$ cat src/sh_pkg.sv
`default_nettype none

package sh_pkg;

	typedef logic [31:0] sh_word_t;
	typedef logic [3:0]  sh_reg_t;
	typedef logic [31:0] sh_pc_t;

	localparam logic [4:0]  SH_NREGS = 5'd16;
	localparam logic [15:0] SH_NOP   = 16'h0009;

	// ******************************
	// Major opcodes, bits 15:12
	// ******************************
	localparam logic [3:0] SH_OP_NOP   = 4'h0;
	localparam logic [3:0] SH_OP_LOGIC = 4'h2;
	localparam logic [3:0] SH_OP_ARITH = 4'h3;
	localparam logic [3:0] SH_OP_SHIFT = 4'h4;
	localparam logic [3:0] SH_OP_MOV   = 4'h6;
	localparam logic [3:0] SH_OP_ADDI  = 4'h7;
	localparam logic [3:0] SH_OP_BR    = 4'h8;
	localparam logic [3:0] SH_OP_MOVI  = 4'hE;

	// Function field of the register forms
	localparam logic [3:0] SH_FN_CMPEQ = 4'h0;
	localparam logic [3:0] SH_FN_MOV   = 4'h3;
	localparam logic [3:0] SH_FN_SUB   = 4'h8;
	localparam logic [3:0] SH_FN_AND   = 4'h9;
	localparam logic [3:0] SH_FN_XOR   = 4'hA;
	localparam logic [3:0] SH_FN_OR    = 4'hB;
	localparam logic [3:0] SH_FN_ADD   = 4'hC;

	// Branch sub-opcodes, in the n field
	localparam logic [3:0] SH_BR_BT = 4'h9;
	localparam logic [3:0] SH_BR_BF = 4'hB;

	typedef union packed {
		struct packed {
			logic [3:0] op;
			logic [3:0] n;
			logic [3:0] m;
			logic [3:0] fn;
		} rr;
		struct packed {
			logic [3:0] op;
			logic [3:0] n;
			logic [7:0] imm;
		} ri;
	} sh_instr_u;

	typedef enum logic [3:0] {
		NOP, MOVI, MOV, ADD, SUB, CMPEQ, AND, XOR, OR, SHLL, SHLR, BT, BF
	} sh_alu_op_e;

	typedef struct packed {
		sh_alu_op_e alu;
		sh_reg_t    rn;
		sh_reg_t    rm;
		logic       use_imm;
		sh_word_t   imm;
		logic       writes_rn;
		logic       sets_t;
		logic       is_branch;
		logic       ili;
	} sh_deci_t;

	localparam sh_deci_t SH_DECI_RESET = '{
		alu: NOP, rn: '0, rm: '0, use_imm: 1'b0, imm: '0,
		writes_rn: 1'b0, sets_t: 1'b0, is_branch: 1'b0, ili: 1'b0
	};

endpackage

`default_nettype wire

$ cat src/sh_if.sv
`timescale 1ns/1ps
`default_nettype none

// Fetch control, all valid in the same cycle
interface sh_fetch_if;
	logic word_ok;
	logic half_lo;
	logic use_saved;
	logic flush;

	modport ctrl (output word_ok, output half_lo, output use_saved, output flush);
	modport fetch (input word_ok, input half_lo, input use_saved, input flush);
endinterface

// Writeback stage register contents
interface sh_wb_if;
	logic              we;
	sh_pkg::sh_reg_t   n;
	sh_pkg::sh_word_t  data;
	sh_pkg::sh_instr_u ir;

	modport src (output we, output n, output data, output ir);
	modport dst (input we, input n, input data);
endinterface

`default_nettype wire

$ cat src/sh_pipe_ctrl.sv
`timescale 1ns/1ps
`default_nettype none

module sh_pipe_ctrl (
	input  logic             clk,
	input  logic             rst_n,
	input  logic             bus_wait,
	input  logic             br_taken,
	input  sh_pkg::sh_pc_t   br_target,
	output sh_pkg::sh_word_t bus_a,
	output logic             bus_req,
	output sh_pkg::sh_pc_t   pc,
	sh_fetch_if.ctrl         fch
);

	logic           active;
	logic           saved_ok;
	logic           pend;
	sh_pkg::sh_pc_t pend_pc;
	logic           avail;

	// Odd PC with the lower half already held in IF
	assign fch.use_saved = pc[1] & saved_ok;
	assign fch.half_lo   = pc[1];
	assign fch.flush     = br_taken;
	assign bus_req       = active & ~fch.use_saved;
	assign bus_a         = {pc[31:2], 2'b00};

	// A word arriving for a redirected fetch is dropped
	assign fch.word_ok = bus_req & ~bus_wait & ~pend;
	assign avail       = fch.word_ok | fch.use_saved;

	always_ff @(posedge clk or negedge rst_n) begin
		if (!rst_n) begin
			active   <= 1'b0;
			pc       <= '0;
			saved_ok <= 1'b0;
			pend     <= 1'b0;
		end else begin
			active <= 1'b1;
			if (br_taken) begin
				// Hold a waited request steady, redirect once it completes
				if (bus_req && bus_wait) begin
					pend <= 1'b1;
				end else begin
					pc       <= br_target;
					saved_ok <= 1'b0;
				end
			end else if (pend && bus_req && !bus_wait) begin
				pc       <= pend_pc;
				pend     <= 1'b0;
				saved_ok <= 1'b0;
			end else if (avail) begin
				pc       <= pc + 32'd2;
				saved_ok <= ~pc[1];
			end
		end
	end

	always_ff @(posedge clk) begin
		if (br_taken) begin
			pend_pc <= br_target;
		end
	end

	a_bus_hold: assert property (@(posedge clk) disable iff (!rst_n)
		bus_req && bus_wait |=> bus_req && $stable(bus_a));

endmodule

`default_nettype wire

$ cat src/sh_fetch.sv
`timescale 1ns/1ps
`default_nettype none

module sh_fetch (
	input  logic              clk,
	input  logic              rst_n,
	input  sh_pkg::sh_word_t  bus_di,
	input  sh_pkg::sh_pc_t    pc,
	sh_fetch_if.fetch         fch,
	output sh_pkg::sh_instr_u id_ir,
	output sh_pkg::sh_pc_t    id_pc
);

	logic [15:0]       saved_lo;
	sh_pkg::sh_instr_u new_ir;
	logic              avail;

	assign avail = fch.word_ok | fch.use_saved;

	// Upper half is the even PC, lower half the odd one
	always_comb begin
		if (fch.use_saved) begin
			new_ir = saved_lo;
		end else if (fch.half_lo) begin
			new_ir = bus_di[15:0];
		end else begin
			new_ir = bus_di[31:16];
		end
	end

	always_ff @(posedge clk) begin
		if (fch.word_ok) begin
			saved_lo <= bus_di[15:0];
		end
		id_pc <= pc;
	end

	// ******************************
	// IF/ID register
	// ******************************
	always_ff @(posedge clk or negedge rst_n) begin
		if (!rst_n) begin
			id_ir <= sh_pkg::SH_NOP;
		end else if (fch.flush || !avail) begin
			id_ir <= sh_pkg::SH_NOP;
		end else begin
			id_ir <= new_ir;
		end
	end

endmodule

`default_nettype wire

$ cat src/sh_decode.sv
`timescale 1ns/1ps
`default_nettype none

module sh_decode (
	input  logic              clk,
	input  logic              rst_n,
	input  sh_pkg::sh_instr_u id_ir,
	input  sh_pkg::sh_pc_t    id_pc,
	input  logic              flush,
	output sh_pkg::sh_reg_t   ra_n,
	output sh_pkg::sh_reg_t   rb_n,
	input  sh_pkg::sh_word_t  ra_q,
	input  sh_pkg::sh_word_t  rb_q,
	output sh_pkg::sh_deci_t  ex_deci,
	output sh_pkg::sh_word_t  ex_a,
	output sh_pkg::sh_word_t  ex_b,
	output sh_pkg::sh_pc_t    ex_pc,
	output sh_pkg::sh_instr_u ex_ir
);

	sh_pkg::sh_deci_t deci;

	// Operand A is always Rn, operand B is Rm
	assign ra_n = id_ir.rr.n;
	assign rb_n = id_ir.rr.m;

	always_comb begin
		deci     = sh_pkg::SH_DECI_RESET;
		deci.rn  = id_ir.rr.n;
		deci.rm  = id_ir.rr.m;
		deci.imm = {{24{id_ir.ri.imm[7]}}, id_ir.ri.imm};
		deci.ili = 1'b1;
		case (id_ir.rr.op)
			sh_pkg::SH_OP_MOVI, sh_pkg::SH_OP_ADDI: begin
				deci.alu       = (id_ir.ri.op == sh_pkg::SH_OP_MOVI) ? sh_pkg::MOVI : sh_pkg::ADD;
				deci.use_imm   = 1'b1;
				deci.writes_rn = 1'b1;
				deci.ili       = 1'b0;
			end
			sh_pkg::SH_OP_MOV: begin
				if (id_ir.rr.fn == sh_pkg::SH_FN_MOV) begin
					deci.alu       = sh_pkg::MOV;
					deci.writes_rn = 1'b1;
					deci.ili       = 1'b0;
				end
			end
			sh_pkg::SH_OP_ARITH, sh_pkg::SH_OP_LOGIC: begin
				deci.ili       = 1'b0;
				deci.writes_rn = 1'b1;
				case ({id_ir.rr.op == sh_pkg::SH_OP_ARITH, id_ir.rr.fn})
					{1'b1, sh_pkg::SH_FN_ADD}:   deci.alu = sh_pkg::ADD;
					{1'b1, sh_pkg::SH_FN_SUB}:   deci.alu = sh_pkg::SUB;
					{1'b0, sh_pkg::SH_FN_AND}:   deci.alu = sh_pkg::AND;
					{1'b0, sh_pkg::SH_FN_XOR}:   deci.alu = sh_pkg::XOR;
					{1'b0, sh_pkg::SH_FN_OR}:    deci.alu = sh_pkg::OR;
					{1'b1, sh_pkg::SH_FN_CMPEQ}: begin
						deci.alu       = sh_pkg::CMPEQ;
						deci.writes_rn = 1'b0;
						deci.sets_t    = 1'b1;
					end
					default: begin
						deci.ili       = 1'b1;
						deci.writes_rn = 1'b0;
					end
				endcase
			end
			sh_pkg::SH_OP_SHIFT: begin
				if (id_ir.rr.m == 4'h0 && id_ir.rr.fn[3:1] == 3'b000) begin
					deci.alu       = id_ir.rr.fn[0] ? sh_pkg::SHLR : sh_pkg::SHLL;
					deci.writes_rn = 1'b1;
					deci.sets_t    = 1'b1;
					deci.ili       = 1'b0;
				end
			end
			sh_pkg::SH_OP_BR: begin
				// Sub-opcode in n, displacement counts half-words
				deci.imm = {{23{id_ir.ri.imm[7]}}, id_ir.ri.imm, 1'b0};
				if (id_ir.ri.n == sh_pkg::SH_BR_BT || id_ir.ri.n == sh_pkg::SH_BR_BF) begin
					deci.alu       = (id_ir.ri.n == sh_pkg::SH_BR_BT) ? sh_pkg::BT : sh_pkg::BF;
					deci.is_branch = 1'b1;
					deci.ili       = 1'b0;
				end
			end
			sh_pkg::SH_OP_NOP: begin
				deci.ili = (id_ir != sh_pkg::SH_NOP);
			end
			default: ;
		endcase
	end

	// ******************************
	// ID/EX register
	// ******************************
	always_ff @(posedge clk or negedge rst_n) begin
		if (!rst_n) begin
			ex_deci <= sh_pkg::SH_DECI_RESET;
			ex_ir   <= sh_pkg::SH_NOP;
		end else if (flush) begin
			ex_deci <= sh_pkg::SH_DECI_RESET;
			ex_ir   <= sh_pkg::SH_NOP;
		end else begin
			ex_deci <= deci;
			ex_ir   <= id_ir;
		end
	end

	always_ff @(posedge clk) begin
		ex_a  <= ra_q;
		ex_b  <= rb_q;
		ex_pc <= id_pc;
	end

endmodule

`default_nettype wire

$ cat src/sh_regfile.sv
`timescale 1ns/1ps
`default_nettype none

module sh_regfile (
	input  logic             clk,
	input  logic             rst_n,
	input  sh_pkg::sh_reg_t  ra_n,
	input  sh_pkg::sh_reg_t  rb_n,
	output sh_pkg::sh_word_t ra_q,
	output sh_pkg::sh_word_t rb_q,
	sh_wb_if.dst             wb
);

	sh_pkg::sh_word_t regs [sh_pkg::SH_NREGS];

	// Write-first, the WB value wins over the array
	assign ra_q = (wb.we && wb.n == ra_n) ? wb.data : regs[ra_n];
	assign rb_q = (wb.we && wb.n == rb_n) ? wb.data : regs[rb_n];

	always_ff @(posedge clk or negedge rst_n) begin
		if (!rst_n) begin
			for (int i = 0; i < sh_pkg::SH_NREGS; i++) begin
				regs[i] <= '0;
			end
		end else if (wb.we) begin
			regs[wb.n] <= wb.data;
		end
	end

	a_wr_idx_known: assert property (@(posedge clk) disable iff (!rst_n)
		wb.we |-> !$isunknown(wb.n));

endmodule

`default_nettype wire

$ cat src/sh_execute.sv
`timescale 1ns/1ps
`default_nettype none

module sh_execute (
	input  logic              clk,
	input  logic              rst_n,
	input  sh_pkg::sh_deci_t  ex_deci,
	input  sh_pkg::sh_word_t  ex_a,
	input  sh_pkg::sh_word_t  ex_b,
	input  sh_pkg::sh_pc_t    ex_pc,
	input  sh_pkg::sh_instr_u ex_ir,
	output logic              br_taken,
	output sh_pkg::sh_pc_t    br_target,
	output logic              ili,
	sh_wb_if.src              wb
);

	logic             t_q;
	logic             t_new;
	sh_pkg::sh_word_t op_a;
	sh_pkg::sh_word_t op_b;
	sh_pkg::sh_word_t op_bi;
	sh_pkg::sh_word_t res;

	// ******************************
	// Bypass from EX/WB
	// ******************************
	assign op_a  = (wb.we && wb.n == ex_deci.rn) ? wb.data : ex_a;
	assign op_b  = (wb.we && wb.n == ex_deci.rm) ? wb.data : ex_b;
	assign op_bi = ex_deci.use_imm ? ex_deci.imm : op_b;

	always_comb begin
		res   = op_bi;
		t_new = t_q;
		case (ex_deci.alu)
			sh_pkg::ADD:   res = op_a + op_bi;
			sh_pkg::SUB:   res = op_a - op_bi;
			sh_pkg::AND:   res = op_a & op_bi;
			sh_pkg::XOR:   res = op_a ^ op_bi;
			sh_pkg::OR:    res = op_a | op_bi;
			sh_pkg::CMPEQ: t_new = (op_a == op_bi);
			sh_pkg::SHLL: begin
				res   = {op_a[30:0], 1'b0};
				t_new = op_a[31];
			end
			sh_pkg::SHLR: begin
				res   = {1'b0, op_a[31:1]};
				t_new = op_a[0];
			end
			default: ;
		endcase
	end

	// Branch is resolved against the committed T
	assign br_taken  = ex_deci.is_branch & ((ex_deci.alu == sh_pkg::BT) ? t_q : ~t_q);
	assign br_target = ex_pc + 32'd4 + ex_deci.imm;
	assign ili       = ex_deci.ili;

	// ******************************
	// EX/WB register and T
	// ******************************
	always_ff @(posedge clk or negedge rst_n) begin
		if (!rst_n) begin
			t_q   <= 1'b0;
			wb.we <= 1'b0;
			wb.ir <= sh_pkg::SH_NOP;
		end else begin
			if (ex_deci.sets_t) begin
				t_q <= t_new;
			end
			wb.we <= ex_deci.writes_rn;
			wb.ir <= ex_ir;
		end
	end

	always_ff @(posedge clk) begin
		wb.n    <= ex_deci.rn;
		wb.data <= res;
	end

	// Flush leaves two empty EX slots behind a taken branch
	a_br_squash: assert property (@(posedge clk) disable iff (!rst_n)
		br_taken |-> ex_deci.is_branch ##1
			(!ex_deci.writes_rn && !ex_deci.is_branch) [*2]);

endmodule

`default_nettype wire

$ cat src/sh_core.sv
`timescale 1ns/1ps
`default_nettype none

module sh_core (
	input  logic             clk,
	input  logic             rst_n,
	output sh_pkg::sh_word_t bus_a,
	output logic             bus_req,
	input  logic             bus_wait,
	input  sh_pkg::sh_word_t bus_di,
	output logic             ili,
	output logic             wb_we,
	output sh_pkg::sh_reg_t  wb_n,
	output sh_pkg::sh_word_t wb_data,
	output logic [15:0]      wb_ir
);

	sh_fetch_if fch ();
	sh_wb_if    wb ();

	sh_pkg::sh_pc_t    pc;
	sh_pkg::sh_pc_t    id_pc;
	sh_pkg::sh_pc_t    ex_pc;
	sh_pkg::sh_pc_t    br_target;
	logic              br_taken;
	sh_pkg::sh_instr_u id_ir;
	sh_pkg::sh_instr_u ex_ir;
	sh_pkg::sh_reg_t   ra_n;
	sh_pkg::sh_reg_t   rb_n;
	sh_pkg::sh_word_t  ra_q;
	sh_pkg::sh_word_t  rb_q;
	sh_pkg::sh_word_t  ex_a;
	sh_pkg::sh_word_t  ex_b;
	sh_pkg::sh_deci_t  ex_deci;

	sh_pipe_ctrl u_ctrl (
		.clk(clk), .rst_n(rst_n), .bus_wait(bus_wait), .br_taken(br_taken),
		.br_target(br_target), .bus_a(bus_a), .bus_req(bus_req), .pc(pc), .fch(fch.ctrl)
	);

	sh_fetch u_fetch (
		.clk(clk), .rst_n(rst_n), .bus_di(bus_di), .pc(pc), .fch(fch.fetch),
		.id_ir(id_ir), .id_pc(id_pc)
	);

	sh_decode u_decode (
		.clk(clk), .rst_n(rst_n), .id_ir(id_ir), .id_pc(id_pc), .flush(fch.flush),
		.ra_n(ra_n), .rb_n(rb_n), .ra_q(ra_q), .rb_q(rb_q), .ex_deci(ex_deci),
		.ex_a(ex_a), .ex_b(ex_b), .ex_pc(ex_pc), .ex_ir(ex_ir)
	);

	sh_regfile u_regs (
		.clk(clk), .rst_n(rst_n), .ra_n(ra_n), .rb_n(rb_n), .ra_q(ra_q), .rb_q(rb_q),
		.wb(wb.dst)
	);

	sh_execute u_exec (
		.clk(clk), .rst_n(rst_n), .ex_deci(ex_deci), .ex_a(ex_a), .ex_b(ex_b),
		.ex_pc(ex_pc), .ex_ir(ex_ir), .br_taken(br_taken), .br_target(br_target),
		.ili(ili), .wb(wb.src)
	);

	// Register-write trace
	assign wb_we   = wb.we;
	assign wb_n    = wb.n;
	assign wb_data = wb.data;
	assign wb_ir   = wb.ir;

endmodule

`default_nettype wire

$ cat config.mk
export PLATFORM = sky130hd
export DESIGN_NAME = sh_core
export DESIGN_NICKNAME = d
export VERILOG_FILES = /design/src/sh_pkg.sv /design/src/sh_if.sv /design/src/sh_pipe_ctrl.sv /design/src/sh_fetch.sv /design/src/sh_decode.sv /design/src/sh_regfile.sv /design/src/sh_execute.sv /design/src/sh_core.sv
export SDC_FILE = /design/constraint.sdc
export NUM_CORES = 2
export LEC_CHECK = 0
export BUFFER_PORTS_ARGS = -buffer_cell sky130_fd_sc_hd__buf_4
export CORE_MARGIN = 3
export CORE_UTILIZATION = 35
export DETAILED_ROUTE_END_ITERATION = 8
export PLACE_DENSITY = 0.63
export RECOVER_POWER = 25
export SLEW_MARGIN = 15
export SYNTH_ARGS = -nofsm -noshare
export SYNTH_HDL_FRONTEND = slang
export SYNTH_HIERARCHICAL = 1
export SYNTH_SLANG_ARGS = --single-unit
export TNS_END_PERCENT = 1
$ cat constraint.sdc
create_clock -name clk -period 4.55 [get_ports clk]
set_input_delay 0.6825 -clock clk [delete_from_list [all_inputs] [get_ports clk]]
set_output_delay 0.6825 -clock clk [all_outputs]
set_load 0.02 [all_outputs]
After elaboration in Yosys (flattened, before gate mapping)
Cells that the tools add are included.
- register bits after elaboration: 858
- latch bits: 0
- bits in writable memories: 0
- bits in read-only memories: 0
- memories: 0
- add/subtract/negate cells: 5
- $mul: 0
- divide/modulo/power cells: 0
- order comparisons: 4
- equality and inequality tests: 33
- shifts and indexed selects: 0
- muxes and demuxes: 55
- bitwise gates (word level): 17
- reductions and logical operators: 26
- operators with widths (operator ; count):
    bitwise mux 512 bit ; 1
    two-way mux 32 bit ; 14
    binary-select mux 32 bit (select 4 bit) ; 2
    one-hot mux 32 bit (7 select lines) ; 1
    demux 32 bit (select 4 bit) ; 1
    adder 32 bit ; 2
    two-way mux 16 bit ; 4
    two-way mux 49 bit ; 1
    adder 32 x 2 -> 32 bit, second input constant ; 1
    adder 32 x 3 -> 32 bit, second input constant ; 1
    bitwise AND 32 bit ; 1
    == test 32 bit ; 1
    == test 4 bit, second input constant ; 8
    bitwise OR 32 bit ; 1
    subtractor 32 bit ; 1
    bitwise XOR 32 bit ; 1
    == test 4 x 3 -> 1 bit, second input constant ; 7
    one-hot mux 4 bit (6 select lines) ; 1
    one-hot mux 4 bit (5 select lines) ; 1
    == test 4 x 2 -> 1 bit, second input constant ; 4
    == test 4 bit ; 4
    two-way mux 1 bit ; 16
    inequality test 16 x 4 -> 1 bit, second input constant ; 1
    == test 5 x 4 -> 1 bit, second input constant ; 3
    27 further kinds ; 62

Depth between registers and ports, before layout
- depth in word-level cells: 9
- mapped depth: 20
- mapped depth without buffers: 19

Modules after synthesis
Netlist, hierarchy kept.
- by module, submodules not included (module ; times used ; cells an instance ; area each (um^2) ; seq. area each (um^2)):
    sh_regfile ; 1 ; 1753 ; 27299.9 ; 12812.3
    sh_execute ; 1 ; 1300 ; 9889.5 ; 1173.6
    sh_pipe_ctrl ; 1 ; 389 ; 3852.4 ; 1836.8
    sh_decode ; 1 ; 293 ; 3757.4 ; 2750.1
    sh_fetch ; 1 ; 119 ; 2065.7 ; 1524.0

Least setup slack after synthesis
Ideal clock, no wire load.
- path kind: register -> register
- start: register, netlist name u_decode/ex_ir[7]
- end: register u_exec.wb.data[30]
- arrival time: 4.471 ns
- required time: 4.472 ns
- setup slack: 0.001 ns
- cell stages (with the launch flop): 21
- path buffers: 2
- cell sequence: dfrtp_1 -> buf_4 -> xor2_1 -> nor4_2 -> buf_2 -> mux2i_1 -> nor2_1 -> a21oi_1 -> inv_1 -> ha_1 -> inv_1 -> fa_1 -> nand2b_2 -> a211oi_4 -> o211ai_2 -> a311oi_2 -> nor2_2 -> o31a_1 -> nor4_2 -> a211oi_1 -> a32oi_1
- RTL lines (what ; line ; RTL):
    to (signal assigned) ; sh_execute.sv:78 ; wb.data <= res;
    to (decl) ; sh_if.sv:22 ; modport src (output we, output n, output data, output ir);

==> reports/qor.txt <==
Via density -> 5.84
final hold vios -> 0
overall power consumption -> 0.0282 W
register area share after synthesis -> 42.9%
slowest cell delay on critical path -> 0.40 ns
IO buf count -> 119
yosys warns -> 6
Max Clk Rate -> 232 MHz
largest net degree at the start of global routing -> 114
CTS tree -> yes
final-report max-slew violation count -> 142
Post-CTS Hold Fix Bufs -> 0
Seq cells post-synth -> 826
starting density of the core -> 35.4%
final core utilization -> 40.1%
Max Cap Viol -> 2
RSZ-0062 raised after global routing -> yes
total number of vias -> 33,375
CP cell instances -> xor2_1, nor4_4, buf_12, mux2i_1, ha_1, inv_1, fa_1, and2b_2, o221ai_2, a211oi_2, o31ai_2, buf_4, o21ai_1, a221oi_1, o21ai_1, o32a_1
final worst-path cycle share -> 94.6%
synthesized cell area -> 0.0469 mm2
full die area -> 0.138 mm2
Synth Area per Inst -> 12.2 um2
vias in the first global route -> 33,548
VDD IR max -> 0.449 mV
run status -> complete, but fails checks
DR WL/cell -> 24.7 um
drt pass-1 iters -> 6
Die W -> 372 um
clk_skew -> 0.0529 ns
Post-synth EDFFs -> 48
Die Ht -> 372 um
top cells by area, synth -> dfrtp_1 (32%), mux2_2 (14%), mux4_2 (12%)
CP Data Required Time -> 5.18 ns
Top Ports -> 122
post-route cell area -> 0.0530 mm2
number of remaining DRC errors -> 0
Worst EP arrival -> 4.93 ns
fin crit period -> 4.31 ns
share of layout cells above drive strength 1 -> 35.4%
top-area cell type share of the netlist area -> 32.5%
CP dominant cell by count -> o21ai_1
DR iter-0 viols -> 2,909
core box area -> 0.132 mm2
Worst Tran Pin Value -> 2.99 ns
Clock Path Buffers -> 3
final WL -> 141 mm
dpl hpwl -> 91.4 mm
ys flop type -> dfrtp_1
Critical Path Start Type -> register
Synth cell types -> 109
initial antenna violation count -> 1
H-tree levels -> 3
CTS Buf Count -> 91
Final ANT Viol Nets -> 0
grt ovf -> 0
first-pass GRT wire length -> 215 mm
CTS Sinks -> 826
post-synthesis cell count -> 3,854
Static Leak -> 23.4 nW
P&R area growth vs syn -> 13.1%
buffers and inverters on the worst path -> 3
Clock Tree Root -> clkbuf_16
final setup violation count -> 0
Setup crit end kind -> register
Power Density -> 533 mW/mm2
Synth area leader -> dfrtp_1
final net count -> 4,083
WS Path Type -> reg -> reg
GRT Util Overall -> 20.3%
placed cell areas -> 0.0498 mm2
CP delay by family, top -> compound AO/OA/AOI/OAI gates
failing checks -> max-capacitance violations, max-slew violations
worst skew pair latency -> 0.72 ns
CP max-delay cell -> dfrtp_1
Async SR Flop Fraction -> 74.3%
Worst Path Max Fanout -> 32
GP Congestion -> 0.974
type of the worst min-delay path -> in -> reg
relative slew slack -> -99.2%
row count -> 133
Clock transition at path regs -> 0.08 ns
==> power breakdown <==
| group | internal [W] | switching, W | total [W] |
|---|---|---|---|
| sequential | 0.00841 | 0.00125 | 0.00966 |
| combinational | 0.00421 | 0.00650 | 0.0107 |
| clock | 0.00457 | 0.00329 | 0.00785 |
==> worst paths after layout <==
check | start | end | slack (ns) | cells after the start
setup / recovery | u_decode/ex_ir[10] | u_exec/wb.data[20] | 0.24 | 16
hold / removal | bus_di[15] | u_fetch/saved_lo[15] | 0.16 | 1
setup reg to reg | u_decode/ex_ir[10] | u_exec/wb.data[20] | 0.24 | 16
hold reg to reg | u_fetch/id_pc[9] | u_decode/ex_pc[9] | 0.32 | 0
max in group asynchronous | rst_n | u_regs/regs[485] | 0.96 | 2
min in group asynchronous | rst_n | u_regs/regs[343] | 0.92 | 1
==> layout by cell type (no fill, tap or decap), types with 28 or more instances in the layout <==
master	instances
a21o_1	33
a21oi_1	153
a221oi_1	36
a22oi_1	148
buf_4	252
clkbuf_1	28
clkbuf_16	92
dfrtp_1	602
dfxtp_1	164
edfxtp_1	48
ha_1	165
inv_1	110
mux2_2	580
mux2i_1	64
mux4_2	258
nand2_1	192
nand2b_1	35
nand3_1	44
nor2_1	151
nor3_1	41
o21ai_0	93
xnor2_1	30
==> synth_stat cells (16+ instances only) <==
master	number
a22oi_1	148
o21ai_0	94
xor2_1	24
mux2_2	580
buf_1	18
o21bai_1	19
nor2_1	165
nand4_1	22
ha_1	166
inv_1	110
nor2b_1	29
mux4_2	258
nand2b_1	37
dfrtp_1	608
o211a_1	16
a21o_1	33
a21oi_1	154
o21a_1	18
mux2i_1	65
o211ai_1	18
clkbuf_1	164
dfxtp_1	164
a211oi_1	24
and3_1	20
nand2_1	193
xnor2_1	30
a221oi_1	37
o22ai_1	23
nor3_1	44
buf_4	77
edfxtp_1	48
buf_2	98
nand3_1	44
==> state kept, by name, indices dropped and copies added, names as in the netlist, 16 cells and up <==
register / cells
u_regs/regs: 512
u_fetch/saved_lo: 16
u_decode/ex_a: 32
u_exec/wb.ir: 16
u_fetch/id_ir: 16
u_decode/ex_ir: 16
u_decode/ex_b: 32
u_fetch/id_pc: 32
u_decode/ex_pc: 32
u_ctrl/pend_pc: 32
u_decode/ex_deci: 17
u_exec/wb.data: 32
u_ctrl/pc: 32
==> cell type report <==
class | count | area [um2]
Fill cell | 12525 | 79300
Multi-Input combinational cell | 2551 | 24700
Sequential cell | 826 | 20100
Clock buffer | 124 | 2550
Timing Repair Buffer | 294 | 2320
Tap cell | 1755 | 2200
Clock inverter | 47 | 637
Inverter | 115 | 432
Antenna cell | 3 | 7.51
==> worst register-to-register path: cells and delay by family, from the launching register on <==
family	cells	cell delay, ns
AO/OA/AOI/OAI	7	1.55
XOR/XNOR	1	0.17
adder cells (fa/ha/maj)	2	0.63
buffers and inverters	3	0.52
flip-flops	1	0.40
multiplexers	1	0.38
AND/OR/NAND/NOR	2	0.56
==> stage by stage <==
stage / std cells / setup WS [ns] / hold WS, ns / setup TNS [ns]
after floorplan: 3855 / 0.00125 / 0.310 / 0
after global placement: 5541 / 0.255 / 0.309 / 0
after detailed placement: 5541 / 0.235 / 0.312 / 0
after CTS: 5712 / 0.180 / 0.0397 / 0
after global routing: 5712 / -0.00129 / 0.129 / -0.00129
final: 5715 / 0.243 / 0.159 / 0
==> logic make-up (layout without fill, tap and decap cells) <==
| kind of cell | count (synthesis) | in the layout | share of synthesized area, % |
|---|---|---|---|
| mux | 924 | 924 | 28.3 |
| compound gates | 761 | 761 | 11.5 |
| fa+ha+maj | 169 | 169 | 4.56 |
| buf+inv | 478 | 580 | 4.82 |
| xor+xnor | 54 | 54 | 1.01 |
| other cells | 2 | 6 | 0.0160 |
| flops | 826 | 826 | 42.9 |
| simple gates | 640 | 640 | 6.86 |
==> layer usage <==
| metal | track usage (%) | up-vias | routed length (um) |
|---|---|---|---|
| li1 | - | 14533 | - |
| met3 | 4.20 | 230 | 11100 |
| met5 | 0 | - | 0 |
| met2 | 31.5 | 1274 | 64900 |
| met4 | 6.59 | 0 | 3840 |
| met1 | 28.2 | 17338 | 61600 |
==> repair_timing <==
item                       4_1_cts  5_1_grt
setup buffers                    0        0
setup endpoints to repair        0       12
resized for setup                0        8
Note: power is estimated with default switching activity, not from simulation.
